--- config.mk ---
export PLATFORM = sky130hd
export DESIGN_NAME = renameCore
export DESIGN_NICKNAME = d
export VERILOG_FILES = /design/src/design/cpuPkg.sv /design/src/design/reorderBuf.sv /design/src/design/regFile.sv /design/src/design/renameCore.sv
export SDC_FILE = /design/constraint.sdc
export NUM_CORES = 2
export LEC_CHECK = 0
export BUFFER_PORTS_ARGS = -buffer_cell sky130_fd_sc_hd__buf_2
export CAP_MARGIN = 25
export CORE_MARGIN = 2
export CORE_UTILIZATION = 65
export CTS_CLUSTER_DIAMETER = 80
export DETAILED_ROUTE_END_ITERATION = 10
export PLACE_DENSITY_LB_ADDON = 0.25
export SLEW_MARGIN = 0
export SYNTH_ARGS = -nofsm -noshare
export SYNTH_HDL_FRONTEND = slang
export SYNTH_SLANG_ARGS = --single-unit
--- constraint.sdc ---
create_clock -name clk -period 10 [get_ports clk]
set_clock_uncertainty 0.05 [all_clocks]
set_input_delay 0.5 -clock clk [delete_from_list [all_inputs] [get_ports clk]]
set_output_delay 0.5 -clock clk [all_outputs]
set_load 0.02 [all_outputs]
--- src/design/cpuPkg.sv ---
package cpuPkg;

    // architectural register file.
    localparam int RegNum   = 32;
    localparam int RegNameW = 5;

    // datapath widths.
    localparam int DataW = 32;
    localparam int AddrW = 32;
    localparam int ImmW  = 32;
    localparam int OpW   = 6;

    // reorder buffer geometry.
    localparam int RobDepth = 8;
    localparam int RobPtrW  = $clog2(RobDepth);
    localparam int RobCntW  = $clog2(RobDepth + 1);

    // tag zero means the value is ready, live tags are slot index plus one.
    localparam int NickW = 4;

    // stores have no destination, so they never rename.
    localparam logic [OpW-1:0] OpSb = 6'd27;
    localparam logic [OpW-1:0] OpSh = 6'd28;
    localparam logic [OpW-1:0] OpSw = 6'd29;

endpackage

--- src/design/reorderBuf.sv ---
`timescale 1ns/1ps

module reorderBuf (
    input  logic                        clk,
    input  logic                        rst,
    input  logic                        rdy,
    input  logic                        flush,
    input  logic                        issueEn,
    input  logic [cpuPkg::RegNameW-1:0] rd,
    input  logic [cpuPkg::OpW-1:0]      op,
    input  logic                        wbEn,
    input  logic [cpuPkg::NickW-1:0]    wbNick,
    input  logic [cpuPkg::DataW-1:0]    wbData,
    output logic                        robFull,
    output logic                        allocEn,
    output logic [cpuPkg::NickW-1:0]    allocNick,
    output logic                        cmtEn,
    output logic [cpuPkg::RegNameW-1:0] cmtRd,
    output logic [cpuPkg::DataW-1:0]    cmtData,
    output logic [cpuPkg::NickW-1:0]    cmtNick,
    output logic                        cmtWrites
);

    logic [cpuPkg::RegNameW-1:0] slotRd     [cpuPkg::RobDepth];
    logic                        slotWrites [cpuPkg::RobDepth];
    logic [cpuPkg::DataW-1:0]    slotData   [cpuPkg::RobDepth];
    logic [cpuPkg::RobDepth-1:0] slotDone;

    logic [cpuPkg::RobPtrW-1:0] head;
    logic [cpuPkg::RobPtrW-1:0] tail;
    logic [cpuPkg::RobCntW-1:0] count;

    logic                       issueOk;
    logic                       hasDest;
    logic                       wbOk;
    logic                       popOk;
    logic [cpuPkg::RobPtrW-1:0] wbSlot;

    function automatic logic [cpuPkg::NickW-1:0] toNick(input logic [cpuPkg::RobPtrW-1:0] ptr);
        return cpuPkg::NickW'(ptr) + cpuPkg::NickW'(1);
    endfunction

    assign robFull = count == cpuPkg::RobCntW'(cpuPkg::RobDepth);
    assign issueOk = issueEn && !robFull && rdy && !flush;

    // x0 and stores still take a slot, just no register.
    assign hasDest = (rd != '0) && (op != cpuPkg::OpSb) && (op != cpuPkg::OpSh)
                     && (op != cpuPkg::OpSw);

    assign allocEn   = issueOk && hasDest;
    assign allocNick = toNick(tail);

    assign wbOk   = wbEn && rdy && !flush;
    assign wbSlot = cpuPkg::RobPtrW'(wbNick - cpuPkg::NickW'(1));
    assign popOk  = rdy && !flush && (count != '0) && slotDone[head];

    // pointers wrap on their own, depth is a power of two.
    always_ff @(posedge clk) begin
        if (rst || flush) begin
            head     <= '0;
            tail     <= '0;
            count    <= '0;
            slotDone <= '0;
            cmtEn    <= 1'b0;
        end else if (rdy) begin
            cmtEn <= popOk;
            if (issueOk) begin
                tail           <= tail + cpuPkg::RobPtrW'(1);
                slotDone[tail] <= 1'b0;
            end
            if (wbOk) begin
                slotDone[wbSlot] <= 1'b1;
            end
            if (popOk) begin
                head           <= head + cpuPkg::RobPtrW'(1);
                slotDone[head] <= 1'b0;
            end
            case ({issueOk, popOk})
                2'b10:   count <= count + cpuPkg::RobCntW'(1);
                2'b01:   count <= count - cpuPkg::RobCntW'(1);
                default: count <= count;
            endcase
        end else begin
            cmtEn <= 1'b0; // stalled, no commit pulse.
        end
    end

    always_ff @(posedge clk) begin
        if (issueOk) begin
            slotRd[tail]     <= rd;
            slotWrites[tail] <= hasDest;
        end
        if (wbOk) begin
            slotData[wbSlot] <= wbData;
        end
        // head is popped into the commit registers.
        if (popOk) begin
            cmtRd     <= slotRd[head];
            cmtData   <= slotData[head];
            cmtNick   <= toNick(head);
            cmtWrites <= slotWrites[head];
        end
    end

endmodule

--- src/design/regFile.sv ---
`timescale 1ns/1ps

module regFile (
    input  logic                        clk,
    input  logic                        rst,
    input  logic                        rdy,
    input  logic                        flush,
    input  logic                        issueEn,
    input  logic [cpuPkg::RegNameW-1:0] rs1,
    input  logic [cpuPkg::RegNameW-1:0] rs2,
    input  logic [cpuPkg::RegNameW-1:0] rd,
    input  logic [cpuPkg::OpW-1:0]      op,
    input  logic [cpuPkg::AddrW-1:0]    pc,
    input  logic [cpuPkg::ImmW-1:0]     imm,
    input  logic                        predTaken,
    input  logic                        allocEn,
    input  logic [cpuPkg::NickW-1:0]    allocNick,
    input  logic                        cmtEn,
    input  logic                        cmtWrites,
    input  logic [cpuPkg::RegNameW-1:0] cmtRd,
    input  logic [cpuPkg::DataW-1:0]    cmtData,
    input  logic [cpuPkg::NickW-1:0]    cmtNick,
    output logic                        dpEn,
    output logic [cpuPkg::DataW-1:0]    dpRs1Data,
    output logic [cpuPkg::DataW-1:0]    dpRs2Data,
    output logic [cpuPkg::NickW-1:0]    dpRs1Nick,
    output logic [cpuPkg::NickW-1:0]    dpRs2Nick,
    output logic [cpuPkg::RegNameW-1:0] dpRd,
    output logic [cpuPkg::OpW-1:0]      dpOp,
    output logic [cpuPkg::AddrW-1:0]    dpPc,
    output logic [cpuPkg::ImmW-1:0]     dpImm,
    output logic                        dpPredTaken
);

    logic [cpuPkg::DataW-1:0] dataArr [cpuPkg::RegNum];
    logic [cpuPkg::NickW-1:0] nickArr [cpuPkg::RegNum];

    logic cmtWrite;
    logic dpLoad;

    assign cmtWrite = cmtEn && cmtWrites;
    assign dpLoad   = rdy && issueEn;

    // source read with the same-cycle commit folded in.
    function automatic logic [cpuPkg::DataW-1:0] readData(input logic [cpuPkg::RegNameW-1:0] rs);
        if (rs == '0) begin
            return '0;
        end
        if (cmtWrite && cmtRd == rs) begin
            return cmtData;
        end
        return dataArr[rs];
    endfunction

    function automatic logic [cpuPkg::NickW-1:0] readNick(input logic [cpuPkg::RegNameW-1:0] rs);
        if (rs == '0) begin
            return '0;
        end
        if (cmtWrite && cmtRd == rs && nickArr[rs] == cmtNick) begin
            return '0; // owner commits this cycle.
        end
        return nickArr[rs];
    endfunction

    // an in-flight commit always lands, even on flush or stall.
    always_ff @(posedge clk) begin
        if (rst) begin
            for (int i = 0; i < cpuPkg::RegNum; i++) begin
                dataArr[i] <= '0;
                nickArr[i] <= '0;
            end
        end else begin
            if (cmtWrite) begin
                dataArr[cmtRd] <= cmtData;
            end
            if (flush) begin
                for (int i = 0; i < cpuPkg::RegNum; i++) begin
                    nickArr[i] <= '0;
                end
            end else begin
                if (cmtWrite && nickArr[cmtRd] == cmtNick) begin
                    nickArr[cmtRd] <= '0;
                end
                if (allocEn) begin
                    nickArr[rd] <= allocNick; // rename wins over the clear.
                end
            end
        end
    end

    always_ff @(posedge clk) begin
        if (rst || flush) begin
            dpEn <= 1'b0;
        end else begin
            dpEn <= dpLoad;
        end
    end

    always_ff @(posedge clk) begin
        if (dpLoad) begin
            dpRs1Data   <= readData(rs1);
            dpRs2Data   <= readData(rs2);
            dpRs1Nick   <= readNick(rs1);
            dpRs2Nick   <= readNick(rs2);
            dpRd        <= rd;
            dpOp        <= op;
            dpPc        <= pc;
            dpImm       <= imm;
            dpPredTaken <= predTaken;
        end
    end

endmodule

--- src/design/renameCore.sv ---
`timescale 1ns/1ps

module renameCore (
    input  logic                        clk,
    input  logic                        rst,
    input  logic                        issueEn,
    input  logic [cpuPkg::RegNameW-1:0] rs1,
    input  logic [cpuPkg::RegNameW-1:0] rs2,
    input  logic [cpuPkg::RegNameW-1:0] rd,
    input  logic [cpuPkg::OpW-1:0]      op,
    input  logic [cpuPkg::AddrW-1:0]    pc,
    input  logic [cpuPkg::ImmW-1:0]     imm,
    input  logic                        predTaken,
    input  logic                        wbEn,
    input  logic [cpuPkg::NickW-1:0]    wbNick,
    input  logic [cpuPkg::DataW-1:0]    wbData,
    input  logic                        flush,
    input  logic                        rdy,
    output logic                        robFull,
    output logic                        dpEn,
    output logic [cpuPkg::DataW-1:0]    dpRs1Data,
    output logic [cpuPkg::DataW-1:0]    dpRs2Data,
    output logic [cpuPkg::NickW-1:0]    dpRs1Nick,
    output logic [cpuPkg::NickW-1:0]    dpRs2Nick,
    output logic [cpuPkg::RegNameW-1:0] dpRd,
    output logic [cpuPkg::OpW-1:0]      dpOp,
    output logic [cpuPkg::AddrW-1:0]    dpPc,
    output logic [cpuPkg::ImmW-1:0]     dpImm,
    output logic                        dpPredTaken,
    output logic                        cmtEn,
    output logic [cpuPkg::RegNameW-1:0] cmtRd,
    output logic [cpuPkg::DataW-1:0]    cmtData,
    output logic [cpuPkg::NickW-1:0]    cmtNick
);

    logic                     allocEn;
    logic [cpuPkg::NickW-1:0] allocNick;
    logic                     cmtWrites; // false for stores and x0.

    reorderBuf robI (
        .clk       (clk),
        .rst       (rst),
        .rdy       (rdy),
        .flush     (flush),
        .issueEn   (issueEn),
        .rd        (rd),
        .op        (op),
        .wbEn      (wbEn),
        .wbNick    (wbNick),
        .wbData    (wbData),
        .robFull   (robFull),
        .allocEn   (allocEn),
        .allocNick (allocNick),
        .cmtEn     (cmtEn),
        .cmtRd     (cmtRd),
        .cmtData   (cmtData),
        .cmtNick   (cmtNick),
        .cmtWrites (cmtWrites)
    );

    regFile regFileI (
        .clk         (clk),
        .rst         (rst),
        .rdy         (rdy),
        .flush       (flush),
        .issueEn     (issueEn),
        .rs1         (rs1),
        .rs2         (rs2),
        .rd          (rd),
        .op          (op),
        .pc          (pc),
        .imm         (imm),
        .predTaken   (predTaken),
        .allocEn     (allocEn),
        .allocNick   (allocNick),
        .cmtEn       (cmtEn),
        .cmtWrites   (cmtWrites),
        .cmtRd       (cmtRd),
        .cmtData     (cmtData),
        .cmtNick     (cmtNick),
        .dpEn        (dpEn),
        .dpRs1Data   (dpRs1Data),
        .dpRs2Data   (dpRs2Data),
        .dpRs1Nick   (dpRs1Nick),
        .dpRs2Nick   (dpRs2Nick),
        .dpRd        (dpRd),
        .dpOp        (dpOp),
        .dpPc        (dpPc),
        .dpImm       (dpImm),
        .dpPredTaken (dpPredTaken)
    );

endmodule

==> run metrics <==
status finished clean; post-synthesis cell type count 74; clock latency at the later pin of the worst-skew pair 850 ps; Initial Util 65.4%; gr usage total 38.0%; Crit path required time 10430 ps; nets@finish 5500; Vias/cell 7.16; setup repair after global routing missed its margin no; Mapped Cells 5075; warnings from Yosys 0; CP max stage cell nor2_4; Worst Path Arrival 5440 ps; share of layout cells above drive strength 1 28.7%; Post-synth EDFFs 1646; design area 92300 sq um; initial antenna violation count 9; VDD IR-drop max 0.000208 V; most frequent CP cell buf_4; buffer and inverter count on the worst path 2; area grow syn2layout 12.5%; CTS Sinks 1666; drt pass-1 iters 8; Ports 320; width of the die 359 um; core region area 125000 sq um; GP Congestion 1.00; row count 130; 1st-iter DRT viols 8654; DR vias 51240; Post-synth top flop edfxtp_1; TritonCTS clock tree built; CP Cell Sequence nor2_1 > buf_4 > nand2_1 > nor2_4 > or2_2 > buf_4; Slew HR 23.2%; Worst Max-Slew Pin Slew 1150 ps; Pwr Density 170 nW/um^2; CP max stage delay 1050 ps; commonest non-fill, non-tap cell in the layout edfxtp_1; Synth Register Bits 1666; fraction of registers with async set or reset after synthesis 0%; delay-heaviest family, CP simple AND/OR/NAND/NOR gates; DRT antenna net count 0; Buffers on Ports 318; Pleak 0.0326 uW; post-synthesis sequential area ratio 60.7%; crit path kind reg -> reg; Syn Std Cell Area 82000 sq um; drt total wl 243000 um; Root Driver clkbuf_16; Avg WL per Cell 34.0 um; Total Neg Setup Slack 0 ps; Layout Utilization 73.6%; Die Area 129000 sq um; critical path fanouts, max 33; final hold viol count 0; Tcrit/Tclk final 50.1%; number of CTS-inserted buffers 169; Final Critical Period 5010 ps; hpwl dp 141000 um; Max H-tree Level 4; Worst setup SP type register; Syn Area/Cell 16.2 sq um; CTS Buffer Depth 3; largest net degree at the start of global routing 118; vias in the first global route 51960; worst hold-check path type in -> reg; grt ovf 0; placed cell areas 85400 sq um; DRC errors left 0; Final Setup Violations 0; Peak Freq 200 MHz; critical path endpoint category register; Hold WS 128 ps; Pins Over Slew Limit 0; most frequent cells in the layout edfxtp_1, and2_1, mux4_2; Die Height 359 um; max_cap viols 0; Clk pin slew, worst setup/hold paths 70 ps; first-pass GRT wire length 349000 um
[power breakdown]
part / leakage [uW] / total [uW] / switching, uW / internal [uW]
clock: 0.00268 / 6350 / 2770 / 3580
combinational: 0.0133 / 1330 / 771 / 557
sequential: 0.0166 / 8020 / 118 / 7900
[sequential cells by signal, summed over array words and instances (netlist names), 6 cells and up]
name,count
robI.cmtData,32
regFileI.dpRs1Data,32
robI.slotRd,40
regFileI.dpImm,32
regFileI.dpPc,32
regFileI.nickArr,128
robI.slotData,256
robI.slotWrites,8
robI.slotDone,8
regFileI.dpRs2Data,32
regFileI.dataArr,1024
regFileI.dpOp,6
[final timing paths]
kind               startpoint                      end  slack (ps)  cells past startpoint
min                     flush               robI.cmtEn         130                      4
min reg2reg  robI.slotDone[5]         robI.slotDone[5]         490                      2
max reg2reg     robI.cmtRd[0]  regFileI.dataArr[8][21]        4990                      6
max             robI.cmtRd[0]  regFileI.dataArr[8][21]        4990                      6
[what timing repair did]
| action | in CTS | in global routing |
|---|---|---|
| setup buffers | 0 | 0 |
| hold buffers | 107 | 0 |
| gates resized for setup | 0 | 0 |
| hold endpoints to repair | 346 | 0 |
[cells by family after synthesis]
kind of cell / synth area share [%]
flops: 60.7
mux: 22.5
compound gates: 2.62
buf+inv: 2.57
xor+xnor: 0.320
other cells: 0.00457
simple gates: 11.1
fa+ha+maj: 0.116
[worst register-to-register path: stages, from the launching register on]
cell,delay [ps]
edfxtp_1,750
nor2_1,910
buf_4,300
nand2_1,460
nor2_4,1060
or2_2,630
buf_4,480
[cells in the mapped netlist, types with 24 or more instances]
cell / instances / area share (%)
o221ai_1: 27 / 0.29
and2_1: 1031 / 7.9
buf_2: 89 / 0.54
buf_1: 35 / 0.16
xnor2_1: 24 / 0.26
o211ai_1: 45 / 0.41
o22ai_1: 44 / 0.34
nand2_1: 96 / 0.44
mux2_2: 61 / 0.84
nor3_1: 36 / 0.22
a221oi_1: 28 / 0.30
a21oi_1: 48 / 0.29
or2_2: 34 / 0.26
mux4_2: 691 / 19
clkbuf_1: 328 / 1.5
a211oi_1: 55 / 0.50
nor2_1: 280 / 1.3
mux2i_1: 221 / 2.7
edfxtp_1: 1646 / 60
[through the flow]
step	std cells	total power, uW	worst slack, ps
floorplan	5078	8930	5380
global placement	6706	9370	5130
detailed placement	6722	9410	5090
CTS	7140	15700	5060
global route	7156	16000	4940
finish	7157	15700	4990
[layout make-up]
class | instances | area [sq um]
Sequential cell | 1666 | 49800
Fill cell | 7467 | 33100
Multi-Input combinational cell | 2911 | 30400
Clock buffer | 214 | 4450
Timing Repair Buffer | 594 | 4420
Tap cell | 1650 | 2060
Clock inverter | 97 | 1070
Inverter | 23 | 91.3
Antenna cell | 2 | 5.00
[per-layer routing]
layer	wire length, um	track usage [%]
met5	12	0
met4	13800	20.1
met3	34700	10.3
met2	113000	58.0
met1	81800	50.8
No activity file was read; power rests on OpenSTA's default activity.
